`src/logic/mvau_params.svh`:
```
`ifndef MVAU_PARAMS_SVH
`define MVAU_PARAMS_SVH

// Matrix shape
`define MVAU_PE    2                      // Processing elements, rows per fold
`define MVAU_NF    2                      // Neuron folds
`define MVAU_SF    8                      // Columns, length of one activation vector
`define MVAU_ROWS  (`MVAU_PE * `MVAU_NF)  // Weight matrix height

// Element widths, all unsigned
`define MVAU_TW    4                      // Weight
`define MVAU_AW    4                      // Activation
`define MVAU_ACCW  12                     // Holds SF products of AW+TW bits

// Counter and index widths, never below one bit
`define MVAU_SF_T  (($clog2(`MVAU_SF) > 0) ? $clog2(`MVAU_SF) : 1)
`define MVAU_NF_T  (($clog2(`MVAU_NF) > 0) ? $clog2(`MVAU_NF) : 1)
`define MVAU_ROW_T (($clog2(`MVAU_ROWS) > 0) ? $clog2(`MVAU_ROWS) : 1)

`endif
```
`src/logic/mvau_data_pkg.sv`:
```
`default_nettype none

`include "mvau_params.svh"

// Types of the arithmetic side
package mvau_data_pkg;

   // One activation element
   typedef logic [`MVAU_AW-1:0] act_t;

   // One weight element
   typedef logic [`MVAU_TW-1:0] wgt_t;

   // Full product, no rounding
   typedef logic [`MVAU_AW+`MVAU_TW-1:0] prod_t;

   // Row accumulator
   typedef logic [`MVAU_ACCW-1:0] acc_t;

endpackage

`default_nettype wire

```
`src/logic/mvau_ctrl_pkg.sv`:
```
`default_nettype none

`include "mvau_params.svh"

// Types of the sequencing side: phase and counters
package mvau_ctrl_pkg;

   // Buffer phase, follows the fold counter
   typedef enum logic {
      ph_fill  = 1'b0, // Fold 0, vector is written into the buffer
      ph_reuse = 1'b1  // Later folds, vector is replayed
   } phase_e;

   // Column counter, doubles as buffer address
   typedef logic [`MVAU_SF_T-1:0] sf_cnt_t;

   // Fold counter
   typedef logic [`MVAU_NF_T-1:0] nf_cnt_t;

endpackage

`default_nettype wire

```
`src/logic/mvau_top.sv`:
```
`timescale 1ns/10ps
`default_nettype none

`include "mvau_params.svh"

// Matrix-vector activation unit
// Control block feeds tile and buffer addresses, the buffer feeds
// activations, the PE array turns both into row sums
module mvau_top
   import mvau_ctrl_pkg::*;
   import mvau_data_pkg::*;
(
   input  wire logic                   clk,
   input  wire logic                   rst_n,
   input  wire logic                   wgt_wen,
   input  wire logic [`MVAU_ROW_T-1:0] wgt_row,
   input  wire sf_cnt_t                wgt_col,
   input  wire wgt_t                   wgt_data,
   input  wire act_t                   act_in,
   output logic                        act_req,   // act_in consumed this cycle
   output logic                        out_valid,
   output logic [`MVAU_ROW_T-1:0]      out_row,
   output acc_t [`MVAU_PE-1:0]         out_acc
);

   logic                ib_wen;
   logic                ib_ren;
   sf_cnt_t             sf_cnt;
   nf_cnt_t             nf_cnt;   // Stage 1 fold tag
   logic                last_col;
   wgt_t [`MVAU_PE-1:0] wgt_tile;
   act_t                act_q;

   // Activations are only taken while the buffer fills
   assign act_req = ib_wen;

   mvau_control_block i_control_block (
      .clk      (clk),
      .rst_n    (rst_n),
      .wgt_wen  (wgt_wen),
      .wgt_row  (wgt_row),
      .wgt_col  (wgt_col),
      .wgt_data (wgt_data),
      .ib_wen   (ib_wen),
      .ib_ren   (ib_ren),
      .sf_cnt   (sf_cnt),
      .nf_cnt   (nf_cnt),
      .last_col (last_col),
      .wgt_tile (wgt_tile)
   );

   mvau_input_buffer i_input_buffer (
      .clk    (clk),
      .rst_n  (rst_n),
      .ib_wen (ib_wen),
      .ib_ren (ib_ren),
      .sf_cnt (sf_cnt),
      .act_in (act_in),
      .act_q  (act_q)
   );

   mvau_pe_array i_pe_array (
      .clk       (clk),
      .rst_n     (rst_n),
      .act_q     (act_q),
      .wgt_tile  (wgt_tile),
      .last_col  (last_col),
      .nf_cnt    (nf_cnt),
      .out_valid (out_valid),
      .out_row   (out_row),
      .out_acc   (out_acc)
   );

endmodule

`default_nettype wire

```
`src/logic/mvau_pe_array.sv`:
```
`timescale 1ns/10ps
`default_nettype none

`include "mvau_params.svh"

// PE array, stage 2 of the MVAU
// One multiply-accumulate lane per row of the current fold
module mvau_pe_array
   import mvau_data_pkg::*;
(
   input  wire logic                   clk,
   input  wire logic                   rst_n,
   input  wire act_t                   act_q,     // Shared by all lanes
   input  wire wgt_t [`MVAU_PE-1:0]    wgt_tile,  // One weight per lane
   input  wire logic                   last_col,  // Stage 1 holds column SF-1
   input  wire logic [`MVAU_NF_T-1:0]  nf_cnt,    // Fold tag of stage 1
   output logic                        out_valid, // One cycle per fold
   output logic [`MVAU_ROW_T-1:0]      out_row,   // First row of the tile
   output acc_t [`MVAU_PE-1:0]         out_acc    // Lane accumulators
);

   prod_t prod [`MVAU_PE]; // Lane products
   logic  s1_live;         // Stage 1 registers hold real data

   // Unsigned products, full width
   always_comb begin
      for (int p = 0; p < `MVAU_PE; p++) begin
         prod[p] = act_q * wgt_tile[p];
      end
   end

   // Stage 1 is loaded from the first edge after reset onwards,
   // so the lanes skip that one edge
   always_ff @(posedge clk) begin
      if (!rst_n) begin
         s1_live <= 1'b0;
      end else begin
         s1_live <= 1'b1;
      end
   end

   // Result strobe, lands together with the last column's sum
   always_ff @(posedge clk) begin
      if (!rst_n) begin
         out_valid <= 1'b0;
      end else begin
         out_valid <= last_col;
      end
   end

   // Row tag of the fold being closed
   always_ff @(posedge clk) begin
      if (last_col) begin
         out_row <= `MVAU_ROW_T'(nf_cnt * `MVAU_PE);
      end
   end

   // Accumulators double as the result outputs
   // The column after a finished fold loads its product fresh,
   // which drops the old sum right after the pulse
   always_ff @(posedge clk) begin
      if (!rst_n) begin
         out_acc <= '0;
      end else if (s1_live) begin
         for (int p = 0; p < `MVAU_PE; p++) begin
            if (out_valid) begin
               out_acc[p] <= acc_t'(prod[p]);              // Restart
            end else begin
               out_acc[p] <= out_acc[p] + acc_t'(prod[p]); // Accumulate
            end
         end
      end
   end

endmodule

`default_nettype wire

```
`src/logic/mvau_input_buffer.sv`:
```
`timescale 1ns/10ps
`default_nettype none

`include "mvau_params.svh"

// Activation buffer
// Captures one vector during fold 0 and plays it back for every
// later fold, so each activation is fetched from outside only once
module mvau_input_buffer
   import mvau_ctrl_pkg::*;
   import mvau_data_pkg::*;
(
   input  wire logic    clk,
   input  wire logic    rst_n,
   input  wire logic    ib_wen,  // Fill phase
   input  wire logic    ib_ren,  // Reuse phase
   input  wire sf_cnt_t sf_cnt,  // Column address
   input  wire act_t    act_in,  // Activation from outside
   output act_t         act_q    // Stage 1 activation to the PE array
);

   act_t   mem [`MVAU_SF]; // One word per column
   phase_e phase;

   assign phase = ib_wen ? ph_fill : ph_reuse;

   // Store the incoming vector while filling
   always_ff @(posedge clk) begin
      if (phase == ph_fill) begin
         mem[sf_cnt] <= act_in;
      end
   end

   // Stage 1 register
   // Fill bypasses the memory so fold 0 sees the word right away
   always_ff @(posedge clk) begin
      if (!rst_n) begin
         act_q <= '0;
      end else begin
         case (phase)
            ph_fill: begin
               act_q <= act_in;       // Bypass
            end
            ph_reuse: begin
               if (ib_ren) begin
                  act_q <= mem[sf_cnt]; // Replay stored column
               end
            end
            default: begin
               act_q <= '0;
            end
         endcase
      end
   end

endmodule

`default_nettype wire

```
`src/logic/mvau_control_block.sv`:
```
`timescale 1ns/10ps
`default_nettype none

`include "mvau_params.svh"

// Sequencer of the MVAU
// Runs the column and fold counters, owns the weight matrix and
// hands one weight tile per cycle to the PE array
module mvau_control_block
   import mvau_ctrl_pkg::*;
   import mvau_data_pkg::*;
(
   input  wire logic                  clk,
   input  wire logic                  rst_n,
   // Weight load port
   input  wire logic                  wgt_wen,   // Write strobe
   input  wire logic [`MVAU_ROW_T-1:0] wgt_row,
   input  wire sf_cnt_t               wgt_col,
   input  wire wgt_t                  wgt_data,
   // Input buffer control
   output logic                       ib_wen,    // High during fold 0
   output logic                       ib_ren,    // High during later folds
   output sf_cnt_t                    sf_cnt,    // Live column, buffer address
   // Stage 1 towards the PE array
   output nf_cnt_t                    nf_cnt,    // Fold tag of the current tile
   output logic                       last_col,  // Tile belongs to column SF-1
   output wgt_t [`MVAU_PE-1:0]        wgt_tile   // One weight per lane
);

   wgt_t    wmem [`MVAU_ROWS][`MVAU_SF]; // Weight matrix, row by column
   nf_cnt_t nf_q;                        // Live fold counter
   phase_e  phase;
   logic    sf_last;                     // Column SF-1 this cycle
   logic    nf_last;                     // Last fold this cycle

   // Weight memory, written whenever the strobe is up
   // Loading is allowed while the rest of the block sits in reset
   always_ff @(posedge clk) begin
      if (wgt_wen) begin
         wmem[wgt_row][wgt_col] <= wgt_data;
      end
   end

   assign sf_last = (sf_cnt == sf_cnt_t'(`MVAU_SF - 1));
   assign nf_last = (nf_q == nf_cnt_t'(`MVAU_NF - 1));

   // Column counter, wraps after SF-1
   always_ff @(posedge clk) begin
      if (!rst_n) begin
         sf_cnt <= '0;
      end else if (sf_last) begin
         sf_cnt <= '0;
      end else begin
         sf_cnt <= sf_cnt + 1'b1;
      end
   end

   // Fold counter, steps once per full pass over the columns
   always_ff @(posedge clk) begin
      if (!rst_n) begin
         nf_q <= '0;
      end else if (sf_last) begin
         if (nf_last) begin
            nf_q <= '0;    // Next vector starts
         end else begin
            nf_q <= nf_q + 1'b1;
         end
      end
   end

   // Phase follows the fold, fold 0 fills the buffer
   assign phase  = (nf_q == '0) ? ph_fill : ph_reuse;
   assign ib_wen = (phase == ph_fill);
   assign ib_ren = (phase == ph_reuse);  // Exact complement of ib_wen

   // Tile pick, rows nf*PE+p at the live column
   // Registered so it lines up with act_q out of the buffer
   always_ff @(posedge clk) begin
      for (int p = 0; p < `MVAU_PE; p++) begin
         wgt_tile[p] <= wmem[int'(nf_q) * `MVAU_PE + p][sf_cnt];
      end
   end

   // Column and fold tags travel with the tile
   always_ff @(posedge clk) begin
      if (!rst_n) begin
         last_col <= 1'b0;
         nf_cnt   <= '0;
      end else begin
         last_col <= sf_last;
         nf_cnt   <= nf_q;
      end
   end

endmodule

`default_nettype wire

```
`config.mk`:
```
export PLATFORM = sky130hd
export DESIGN_NAME = mvau_top
export DESIGN_NICKNAME = d
export VERILOG_FILES = /design/src/logic/mvau_data_pkg.sv /design/src/logic/mvau_ctrl_pkg.sv /design/src/logic/mvau_top.sv /design/src/logic/mvau_pe_array.sv /design/src/logic/mvau_input_buffer.sv /design/src/logic/mvau_control_block.sv
export VERILOG_INCLUDE_DIRS = /design/src /design/src/logic
export SDC_FILE = /design/constraint.sdc
export NUM_CORES = 1
export LEC_CHECK = 0
export BUFFER_PORTS_ARGS = -buffer_cell sky130_fd_sc_hd__clkbuf_2
export CELL_PAD_IN_SITES_DETAIL_PLACEMENT = 1
export CELL_PAD_IN_SITES_GLOBAL_PLACEMENT = 2
export CORE_ASPECT_RATIO = 1.5
export CORE_MARGIN = 5
export CORE_UTILIZATION = 41
export DETAILED_ROUTE_END_ITERATION = 6
export PLACE_DENSITY_LB_ADDON = 0.12
export SYNTH_ARGS = -nofsm -noshare
export SYNTH_HDL_FRONTEND = slang
export SYNTH_SLANG_ARGS = --single-unit
```
`constraint.sdc`:
```
create_clock -name clk -period 3.6 [get_ports clk]
set_clock_uncertainty 0.1 [all_clocks]
set_input_delay 0.18 -clock clk [delete_from_list [all_inputs] [get_ports clk]]
set_output_delay 0.18 -clock clk [all_outputs]
set_load 0.1 [all_outputs]
```
Word-level counts from Yosys, hierarchy flattened. Memories as Yosys holds them, arrays and structs flattened. A register that Yosys moved wholly into a read port is not among the register bits. Index checks and enable logic that the tools add are counted.

$add $sub $neg: 5. $mul: 2. Magnitude comparators: 3. Equal/unequal tests: 1. Multiplexer cells: 21. Bitwise logic cells: 4. Reductions and logical operators: 2.

Operators with widths (count): two-way mux 32 bit (1); adder 12 x 8 -> 12 bit (2); binary-select mux 4 bit (select 3 bit) (2); two-way mux 12 bit (2); two-way mux 4 bit (6); multiplier 4 x 4 -> 8 bit (2); demux 4 bit (select 3 bit) (1); greater-or-equal comparator 4 bit, second input constant (2); inverter 3 -> 4 bit (2); one-hot mux 4 bit (2 select lines) (1); two-way mux 1 bit (5); less-than comparator 4 x 1 -> 1 bit, second input constant (1); two-way mux 2 bit (2); adder 3 x 1 -> 3 bit, second input constant (1); equality test 3 bit, second input constant (1); two-way mux 3 bit (1); adder 2 x 1 -> 2 bit, second input constant (1); inverter 1 bit (2); OR reduction 2 bit (1); adder 1 bit, second input constant (1); logical AND 1 bit (1).

Register bits: 45. RAM bits: 160. Input port bits: 16. Output and inout port bits: 28. Word-level logic and storage cells: 52. Memories: 2.

Memories: i_control_block.wmem (words 4, bits a word 32, read ports 2, clocked after Yosys merged registers in 1, write ports 1, line mvau_control_block.sv:30) `` wgt_t wmem [`MVAU_ROWS][`MVAU_SF]; ``; i_input_buffer.mem (words 8, bits a word 4, read ports 1, clocked after Yosys merged registers in 1, write ports 1, line mvau_input_buffer.sv:22) `` act_t mem [`MVAU_SF]; ``.

Longest topological paths before layout. Gate-level depths: netlist of the first run.

Depth after elaboration: 6. Mapped depth: 16. Gate-level depth less buffers: 16.

Cells and area by module. Synthesis of the first run repeated with hierarchy kept, for this count alone.

Cells, all modules: 693. Area, all modules: 9776.9 µm².

Modules (own cells, without submodules): mvau_control_block (instances 1, cells each 278, area an instance 5491.5 µm², seq. area each 4144.0 µm²); mvau_pe_array (instances 1, cells each 322, area an instance 2805.2 µm², seq. area each 550.5 µm²); mvau_input_buffer (instances 1, cells each 93, area an instance 1480.2 µm², seq. area each 1041.0 µm²).

Worst setup path after synthesis of the first run. OpenSTA, ideal clock, no wires.

Kind: flip-flop to flip-flop. Start point: reg i_input_buffer.act_q[0]. End point: reg i_pe_array.out_acc[22] (netlist name). Library setup time: 0.070 ns. Arrival: 3.672 ns. Required time: 3.430 ns. Setup slack: -0.242 ns. Cell stages (with the launch flop): 16. Buffers on the path: 0. Cell sequence: dfxtp_1 > nand2_1 > fa_1 > inv_1 > fa_1 > inv_1 > fa_1 > nor2b_1 > o21a_1 > nor2_1 > xnor2_1 > ha_1 > a21o_1 > a221oi_1 > o21ai_0 > a21oi_1.

Word-level cells in the longest chain between the ends: 3.

RTL lines: from (decl) (line mvau_input_buffer.sv:19) `output act_t act_q`; from (signal assigned) (line mvau_input_buffer.sv:42) `act_q <= act_in;`; from (signal assigned) (line mvau_input_buffer.sv:46) `act_q <= mem[sf_cnt];`; multiplier 4 x 4 -> 8 bit (line mvau_pe_array.sv:28) `prod[p] = act_q * wgt_tile[p];`; adder 12 x 8 -> 12 bit (line mvau_pe_array.sv:69) `out_acc[p] <= out_acc[p] + acc_t'(prod[p]);`; two-way mux 12 bit (line mvau_pe_array.sv:66) `if (out_valid) begin`; to (signal, indexed assignment) (line mvau_pe_array.sv:67) `out_acc[p] <= acc_t'(prod[p]);`; to (signal, indexed assignment) (line mvau_pe_array.sv:69); to (decl) (line mvau_pe_array.sv:19) `` output acc_t [`MVAU_PE-1:0] out_acc ``.

Every way passes these cells. A chain may end at the register's enable or synchronous reset.

Worst setup path after layout of the first run.
Start point: reg i_input_buffer.act_q[0]. End point: reg i_pe_array.out_acc[8] (netlist name).

Same word-level chain as after synthesis.

==> results of run 1 <==
through the flow:
step	worst slack, ns	cells	TNS, ns	utilization (%)	cell area (um^2)
finish	-0.237	1061	-2.07	49.7	11500
global route	-0.436	1061	-4.60	49.7	11500
CTS	-0.162	1054	-1.68	48.7	11200
detailed placement	-0.311	1010	-2.99	44.9	10400
global placement	-0.194	1010	-1.85	44.9	10400
floorplan	-0.000922	642	-0.000922	-	9600
critical path: stages (launching register included):
cell	delay [ns]
dfxtp_2	0.35
nand2_2	0.06
fa_1	0.53
inv_1	0.05
fa_1	0.51
inv_2	0.05
fa_2	0.36
buf_6	0.14
xnor2_4	0.14
ha_4	0.30
nand2_2	0.07
buf_4	0.14
o21ai_2	0.25
a221oi_4	0.12
or4_1	0.53
nand2_1	0.06
cell usage in the layout, fill, tap and decap left out, types with 5 or more instances in the layout:
| cell | count |
|---|---|
| o211a_1 | 8 |
| ha_1 | 41 |
| buf_4 | 42 |
| nand2b_1 | 9 |
| nand3_1 | 6 |
| mux4_2 | 36 |
| clkbuf_2 | 42 |
| mux4_1 | 12 |
| buf_6 | 6 |
| fa_1 | 8 |
| edfxtp_1 | 161 |
| a21oi_1 | 17 |
| mux2i_1 | 18 |
| inv_1 | 16 |
| a21o_1 | 6 |
| o21ai_0 | 12 |
| a211oi_1 | 7 |
| a21oi_2 | 6 |
| xnor2_1 | 10 |
| clkbuf_16 | 21 |
| nor2b_1 | 5 |
| dfxtp_2 | 7 |
| and2_1 | 31 |
| nor3_1 | 6 |
| nor2_1 | 51 |
| nand2_1 | 27 |
| dfxtp_1 | 37 |
| nand2_2 | 5 |
flip-flops by register name (all words and copies together) (netlist names), named ones only:
signal and count:
i_control_block.wmem 128, i_input_buffer.mem 32, i_pe_array.out_acc 24, i_control_block.wgt_tile 8, i_input_buffer.act_q 4, i_control_block.sf_cnt 3
i_control_block.last_col 1, i_control_block.nf_cnt 1, i_control_block.nf_last 1, i_pe_array.out_row 1, i_pe_array.out_valid 1, i_pe_array.s1_live 1
path summary, 6_finish.rpt:
kind,from,end,slack (ns)
min,rst_n,i_pe_array.s1_live,0.11
min reg2reg,i_control_block.nf_cnt,i_pe_array.out_row[1],0.31
max,i_input_buffer.act_q[0],i_pe_array.out_acc[8],-0.24
max reg2reg,i_input_buffer.act_q[0],i_pe_array.out_acc[8],-0.24
cells by family after synthesis:
group / Yosys count / share of synthesized area [%]
compound gates: 87 / 6.09
xor+xnor: 17 / 1.56
fa+ha+maj: 56 / 8.10
buf+inv: 46 / 2.17
flops: 206 / 59.9
mux: 66 / 13.6
other cells: 1 / 0.0392
simple gates: 163 / 8.51
per-layer routing:
layer	part of all wire, %	up-vias	wire length, um	GRT usage, %
li1	-	2647	-	-
met1	39	2812	8060	18.1
met2	56	80	11800	31.4
met3	3.0	31	634	2.09
met4	2.0	0	427	3.85
met5	0	-	0	0
layout make-up:
cell class	count	area [um^2]	area share, %
clock buffers	25	561	4.90
clock inverters	12	119	1.04
inverters	19	71.3	0.623
multi-input cells	390	3930	34.3
flip-flops and latches	206	5750	50.2
well taps	315	394	3.44
repair buffers	94	633	5.53
what timing repair did:
item | in CTS | in global routing
hold buffers | 4 | 0
gates resized for setup | 23 | 35
endpoints found under the hold margin | 34 | 0
buffers inserted | 3 | 7
endpoints found under the setup margin | 14 | 14
pin swaps | 16 | 22
power by group:
part | total (uW) | leakage, uW | switching, uW | internal, uW
clock | 2140 | 0.000336 | 882 | 1260
sequential | 2730 | 0.00183 | 82.3 | 2640
combinational | 1120 | 0.00207 | 644 | 472
total | 5980 | 0.00423 | 1610 | 4380
==> impl_metrics.tcl, run 1 <==
set metrics [dict create \
    outcome "finished with violations" \
    violations "negative setup slack" \
    fin_ws_ns -0.237 \
    syn_inst 642 \
    grt_overflow 0 \
    grt_util_all_layers_pct 16.0 \
    fin_crit_ns 3.84 \
    leakagePower_uw 0.00423 \
    gp_congestion 0.760 \
    finalPower_uw 5980 \
    synth_cell_types 50 \
    drtAntennaViolNets 0 \
    avgRoutedWirePerCell_um 19.7 \
    synth_area_um2 9580 \
    cp.required_ns 3.94 \
    grt_pass1_vias 6215 \
    drv_slew 0 \
    n_fill_cell 2218 \
    critPathArrivalTime_ns 4.17 \
    syn2layout_area_growth_pct 19.6 \
    async_flop_share_pct 0 \
    fin_crit_sh_pct 107 \
    yosys.area.top_type "edfxtp_1" \
    min_path_type "input port to flop" \
    io_pins 44 \
    numCtsBuffers 21 \
    startpoint_type "flop" \
    drtIter0Drc 188 \
    cts-root-buf "clkbuf_16" \
    synth_area_leaders "edfxtp_1 (50%), dfxtp_1 (9.4%), mux4_2 (8.5%), ha_1 (6.0%), mux4_1 (3.3%)" \
    grt_max_degree 44 \
    rr_worst_depth 15 \
    max_cap_viol_count 0 \
    io_buffers 42 \
    dp_hpwl_mm 15.1 \
    synth_top_area_share_pct 50.5 \
    std_cell_rows 68 \
    via_count 5570 \
    worstMarginPinSlew_ns 1.08 \
    synth_edf_count 161 \
    whs_ns 0.114 \
    path_max_fanout 4 \
    cts_sinks 206 \
    avgSynthCellArea_um2 14.9 \
    grt_pass1_wl_mm 33.6 \
    ys.flop_type "edfxtp_1" \
    dieArea_um2 26600 \
    htreeDepth 1 \
    end_kind "flop" \
    ir_worst_vdd_v 0.000381 \
    relSlewSlack_pct 28.2 \
    setup_viol 14 \
    clk_latency_ns 0.50 \
    synth_nets 714 \
    route.final.wire_length_mm 20.9 \
    start_util_pct 41.5 \
    nNetsFinal 804 \
    drt_first_pass_iters 4 \
    fmax_mhz 261 \
    via_per_inst 5.25 \
    worst_setup_hold_path_clk_slew_ns 0.06 \
    synth_most_common_cell "edfxtp_1" \
    synth_seq_cells 206 \
    synth_top_cells_by_count "edfxtp_1 (161), nor2_1 (52), ha_1 (46)" \
    fp.dieH_um 197 \
    n_antenna_cell 0 \
    power_density_nw_per_um2 523 \
    hold_path_depth 1 \
    grt_antenna_before_repair 0 \
    drc 0 \
    die_x_um 135 \
    rsz0062_at_grt "true" \
    synth_warnings 0 \
    max-clock-path-buffers 3 \
    yosysSeqAreaShare_pct 59.9 \
    coreArea_um2 23100 \
    hold_violations 0 \
    final_layout_size_suffix_gt1_share_pct 27.7 \
    cts_tree "yes" \
    worst-setup-path-type "flop to flop" \
]
(Power assumes the default switching activity.)
==> run 2: changes to the inputs <==
Settings changed: CORE_UTILIZATION 41 to 35.
==> run 2 against run 1 <==
Net effect: cell area rose by 1.1%; utilization shrank 7.0 points; via count is 0.16% lower; wire length is 4.6% higher; critical endpoint is now i_pe_array.out_acc[10]; sequential share of layout area is 0.57 points lower; fmax is 0.41% lower; cell count increased by 3.0%; largest cell class unchanged; worst setup slack worse by 0.016 ns; the run still ends with negative setup slack left; non-clock buffer count rose by 2; flip-flop and latch count stayed put; power rose by 3.8%; die area is 16% higher.
==> impl_metrics.tcl, run 2 (synthesis gave the netlist of run 1 again) <==
set metrics [dict create \
    n_fill_cell 2727 \
    worst_setup_hold_path_clk_slew_ns 0.07 \
    max-clock-path-buffers 3 \
    worstSetupEndpoint "i_pe_array.out_acc[10]" \
    grt_util_all_layers_pct 14.2 \
    min_path_type "input port to flop" \
    rr_worst_depth 16 \
    nNetsFinal 807 \
    gp_congestion 0.744 \
    final_cell_mix "edfxtp_1 (161), nor2_1 (51), buf_4 (44), ha_1 (43), clkbuf_2 (42)" \
    reg2reg_to "i_pe_array.out_acc[10]" \
    avgRoutedWirePerCell_um 20.0 \
    fin_crit_ns 3.85 \
    cts-root-buf "clkbuf_16" \
    relSlewSlack_pct 26.7 \
    critPathArrivalTime_ns 4.19 \
    fmax_mhz 260 \
    route.final.wire_length_mm 21.8 \
    via_per_inst 5.09 \
    via_count 5561 \
    grt_antenna_before_repair 0 \
    syn2layout_area_growth_pct 20.9 \
    hold_violations 0 \
    final_layout_size_suffix_gt1_share_pct 27.6 \
    io_pins 44 \
    clk_latency_ns 0.50 \
    worstMarginPinSlew_ns 1.10 \
    path_max_fanout 7 \
    htreeDepth 1 \
    power_density_nw_per_um2 537 \
    drt_first_pass_iters 4 \
    dp_hpwl_mm 15.7 \
    startpoint_type "flop" \
    drv_slew 0 \
    rsz0062_at_grt "true" \
    drtIter0Drc 215 \
    top_register "i_control_block.wmem" \
    dieArea_um2 30800 \
    fin_crit_sh_pct 107 \
    cts_tree "yes" \
    finalSetupTns_ns -1.82 \
    drtAntennaViolNets 0 \
    startpoint "i_input_buffer.act_q[0]" \
    reg.largest.list "i_control_block.wmem (128), i_input_buffer.mem (32), i_pe_array.out_acc (24)" \
    numCtsBuffers 22 \
    end_kind "flop" \
    place_worst_setup_slack_ns -0.345 \
    coreArea_um2 27100 \
    r2r_slack_ns -0.25 \
    drc 0 \
    violations "negative setup slack" \
    r2r-start "i_input_buffer.act_q[0]" \
    largest_reg_flops 128 \
    final_common_cell "edfxtp_1" \
    n_antenna_cell 0 \
    outcome "finished with violations" \
    ir_worst_vdd_v 0.000406 \
    leakagePower_uw 0.00427 \
    fp.dieH_um 213 \
    max_cap_viol_count 0 \
    start_util_pct 35.3 \
    grt_pass1_vias 6299 \
    worst-setup-path-type "flop to flop" \
    die_x_um 145 \
    grt_pass1_wl_mm 35.1 \
    cp.required_ns 3.93 \
    std_cell_rows 74 \
    grt_max_degree 33 \
    fin_ws_ns -0.253 \
    grt_overflow 0 \
    io_buffers 42 \
    cts_sinks 206 \
    setup_viol 12 \
]
==> run 2: how the worst min path moves through the flow <==
stage               slack [ns]              startpoint                         end  cells past startpoint
global placement          0.30  i_control_block.nf_cnt       i_pe_array.out_row[1]                      0
floorplan                 0.11                   rst_n          i_pe_array.s1_live                      0
global route              0.16                   rst_n          i_pe_array.s1_live                      1
detailed placement        0.30  i_control_block.nf_cnt       i_pe_array.out_row[1]                      0
finish                    0.14                   rst_n          i_pe_array.s1_live                      1
CTS                       0.15              wgt_col[2]  i_control_block.wmem[3][8]                      3
==> run 2: timing repair <==
action,CTS,global route
endpoints found under the setup margin,14,14
setup buffers,8,2
endpoints found under the hold margin,36,0
hold buffers,4,0
gates cloned,0,0
resized for setup,41,13
pin swaps,25,10
==> run 2: critical path, stage by stage, from the launching register on <==
cell and delay, ns:
dfxtp_2 0.34, buf_6 0.12, nand2_4 0.04, fa_1 0.53, inv_1 0.05, fa_1 0.50, inv_1 0.06, fa_2 0.35
nor2b_1 0.12, o21a_1 0.18, nor2_2 0.05, xnor2_1 0.13, ha_2 0.41, and3_1 0.23, a221oi_4 0.09, or3_1 0.37
a21oi_1 0.14
==> run 2: layer usage <==
layer | vias up | global-route usage (%) | share of wire (%)
met5 | - | 0 | 0
met1 | 2828 | 15.5 | 38
met4 | 0 | 3.15 | 1.7
met2 | 61 | 28.8 | 57
li1 | 2648 | - | -
met3 | 24 | 1.96 | 2.8
==> run 2: area by class of cell <==
cell class              count  area, um^2  share of cell area, %
multi-input cells         390        3920                   33.9
clock buffers              30         612                   5.29
well taps                 342         428                   3.70
flip-flops and latches    206        5740                   49.6
repair buffers             96         648                   5.60
clock inverters            10         151                   1.31
inverters                  19        71.3                  0.616
==> run 2: through the flow <==
stage          hold WS, ns  area (um^2)  utilization [%]  cells  total power (uW)
2_1_floorplan        0.108         9600                -    642              3410
3_3_place_gp         0.297        10400             38.4   1040              3720
6_report             0.140        11600             42.7   1093              6210
5_1_grt              0.163        11600             42.7   1093              6500
3_5_place_dp         0.298        10400             38.4   1040              3750
4_1_cts              0.149        11500             42.3   1091              6270
==> run 2: where the power goes <==
group | leakage, uW | switching [uW] | internal [uW]
logic | 0.00208 | 652 | 468
clock network | 0.000368 | 899 | 1480
registers | 0.00183 | 73.6 | 2640
total | 0.00427 | 1630 | 4590
==> run 3: changes to the inputs <==
Settings changed: CORE_MARGIN 5 to not set, SYNTH_HIERARCHICAL set to 1.
==> run 3 against run 2 <==
Net effect: worst setup slack got worse by 0.066 ns; critical path type unchanged; clock power down 2%; non-clock buffer count grew 21; the run ends with design-rule violations, negative setup slack left; synthesized cell count up 7.9%; highest routed layer unchanged; area after synthesis increased by 2.1%; sequential power about the same.
==> impl_metrics.tcl, run 3 <==
set metrics [dict create \
    placed_cell_area_um2 10700 \
    cts_sinks 206 \
    grt_overflow 0 \
    dieArea_um2 28600 \
    outcome "finished with violations" \
    synth_top_area_share_pct 49.4 \
    fp.dieH_um 207 \
    fmax_mhz 255 \
    reg.largest.list "i_control_block/wmem (128), i_input_buffer/mem (32), i_pe_array/out_acc (24)" \
    rsz0062_at_grt "true" \
    critPathArrivalTime_ns 4.27 \
    use_met1_pct 16.5 \
    setup_viol 12 \
    synth_top_cells_by_count "edfxtp_1 (161), nor2_1 (57), ha_1 (47)" \
    min_path_type "input port to flop" \
    synth_cell_types 62 \
    ir_worst_vdd_v 0.000403 \
    io_buffers 42 \
    async_flop_share_pct 0 \
    grt_max_degree 33 \
    worst-setup-path-type "flop to flop" \
    n_antenna_cell 0 \
    violations "design-rule violations, negative setup slack" \
    std_cell_rows 74 \
    clk_latency_ns 0.52 \
    path_max_fanout 3 \
    syn2layout_area_growth_pct 23.1 \
    power_density_nw_per_um2 519 \
    drtAntennaViolNets 0 \
    final_cell_mix "edfxtp_1 (161), buf_4 (63), nor2_1 (57), clkbuf_2 (42), dfxtp_1 (38)" \
    final_util_pct 44.1 \
    rr_worst_depth 17 \
    synth_nets 766 \
    grt_pass1_vias 6842 \
    leakagePower_uw 0.00453 \
    via_count 6047 \
    cp_cell_sequence "nand2_4 -> fa_1 -> inv_2 -> fa_1 -> buf_4 -> ha_4 -> a211oi_2 -> o21ai_1 -> a21oi_2 -> xnor2_2 -> ha_1 -> nand2_1 -> buf_4 -> nor3_4 -> a211oi_2 -> a2111o_1 -> o21ai_2" \
    via_per_inst 5.18 \
    slowest_delay_ns 0.54 \
    synth_edf_count 161 \
    drc 12 \
    synth_area_um2 9780 \
    r2r_slack_ns -0.32 \
    startpoint_type "flop" \
    die_x_um 138 \
    grt_antenna_before_repair 0 \
    max-clock-path-buffers 3 \
    use_met3_pct 2.05 \
    numCtsBuffers 22 \
    grt_util_all_layers_pct 16.9 \
    slowest_stage "fa_1" \
    yosys.area.top_type "edfxtp_1" \
    coreArea_um2 27300 \
    fin_crit_sh_pct 109 \
    start_util_pct 35.8 \
    io_pins 44 \
    end_kind "flop" \
    largest_reg_flops 128 \
    gp_congestion 0.791 \
    synth_warnings 6 \
    avgSynthCellArea_um2 14.1 \
    hold_path_depth 1 \
    drtIter0Drc 249 \
    worstMarginPinSlew_ns 0.668 \
    final_layout_size_suffix_gt1_share_pct 31.9 \
    synth_most_common_cell "edfxtp_1" \
    ys.flop_type "edfxtp_1" \
    worst_setup_hold_path_clk_slew_ns 0.08 \
    grt_pass1_wl_mm 37.0 \
    route.final.wire_length_mm 23.2 \
    relSlewSlack_pct 55.5 \
    drv_slew 0 \
    synth_area_leaders "edfxtp_1 (49%), dfxtp_1 (9.2%), ha_1 (6.0%), mux4_1 (4.3%), mux4_2 (3.7%)" \
    fin_area_um2 12000 \
    met2_usage_pct 35.0 \
    max_cap_viol_count 0 \
    synth_seq_cells 206 \
    htreeDepth 1 \
    syn_inst 693 \
    avgRoutedWirePerCell_um 19.9 \
    hold_violations 0 \
    final_common_cell "edfxtp_1" \
    yosysSeqAreaShare_pct 58.7 \
    fin_crit_ns 3.92 \
    cts-root-buf "clkbuf_16" \
    nNetsFinal 882 \
    drt_first_pass_iters 7 \
    fin_ws_ns -0.319 \
    cp.required_ns 3.95 \
    dp_hpwl_mm 16.8 \
    top_register "i_control_block/wmem" \
    grt_busiest_layer "met2" \
    cts_tree "yes" \
]
-- run 3: cell count changes after synthesis, sizes merged, moves of 4 or more --
cell	delta
nand2	+10
a222oi	+4
nor2b	+5
o21ai	+8
mux2i	-7
o211a	-8
mux2	+16
o211ai	-4
a22oi	+16
a21oi	+10
xor2	+4
o311ai	+4
mux4	-16
nor2	+5
-- run 3: metrics by stage --
stage	hold WS, ns	worst slack, ns	instances	setup TNS [ns]	total power [uW]
after global placement	0.310	-0.279	1103	-2.46	3740
after floorplan	0.108	-0.198	693	-0.566	3420
after CTS	0.0895	-0.300	1164	-2.68	6270
final	0.122	-0.319	1167	-2.63	6240
after global routing	0.123	-0.507	1167	-4.79	6500
after detailed placement	0.305	-0.402	1103	-3.78	3780
-- run 3: cell families (layout without fill, tap and decap cells) --
| family | after synthesis | after routing | synth area share [%] |
|---|---|---|---|
| AO/OA/AOI/OAI | 123 | 123 | 8.70 |
| AND/OR/NAND/NOR | 184 | 184 | 9.30 |
| XOR/XNOR | 19 | 19 | 1.70 |
| flip-flops | 206 | 206 | 58.7 |
| adder cells (fa/ha/maj) | 57 | 57 | 8.06 |
| other | 1 | 1 | 0.0384 |
| multiplexers | 59 | 59 | 11.1 |
| buffers and inverters | 44 | 176 | 2.46 |
-- run 3: what timing repair did --
item | 4_1_cts | 5_1_grt
resized for setup | 48 | 32
endpoints found under the setup margin | 13 | 15
buffers inserted | 19 | 7
hold endpoints to repair | 32 | 0
pin swaps | 43 | 20
hold buffers | 4 | 0
cloned | 0 | 0
-- run 3: layout make-up --
class / instances / area (um^2)
clock buffers: 27 / 631
clock inverters: 13 / 130
fillers: 2774 / 15300
inverters: 19 / 71.3
multi-input cells: 443 / 4210
flip-flops and latches: 206 / 5750
well taps: 342 / 428
repair buffers: 117 / 813
-- run 3: worst paths after layout --
check | startpoint | end
max reg2reg | i_input_buffer/act_q[0] | i_pe_array/out_acc[23]
max | i_input_buffer/act_q[0] | i_pe_array/out_acc[23]
min | rst_n | i_pe_array/s1_live
min reg2reg | i_control_block/nf_cnt | i_pe_array/out_row[1]
-- run 3: routing by layer --
| metal | wire length, um | share of wire (%) |
|---|---|---|
| met5 | 0 | 0 |
| met4 | 816 | 3.5 |
| met3 | 553 | 2.4 |
| met2 | 13300 | 57 |
| met1 | 8550 | 37 |
-- run 3: critical path, delay by kind of cell (launching register included) --
family / cells / cell delay [ns]
adder cells (fa/ha/maj): 4 / 1.55
AO/OA/AOI/OAI: 6 / 1.02
flip-flops: 1 / 0.37
buffers and inverters: 3 / 0.37
AND/OR/NAND/NOR: 3 / 0.32
XOR/XNOR: 1 / 0.12
-- run 3: report_power, final --
group / internal (uW) / leakage, uW / switching, uW / total (uW)
clock network: 1340 / 0.000371 / 991 / 2340
registers: 2650 / 0.00183 / 73.5 / 2720
logic: 491 / 0.00234 / 696 / 1190
total: 4480 / 0.00453 / 1760 / 6240
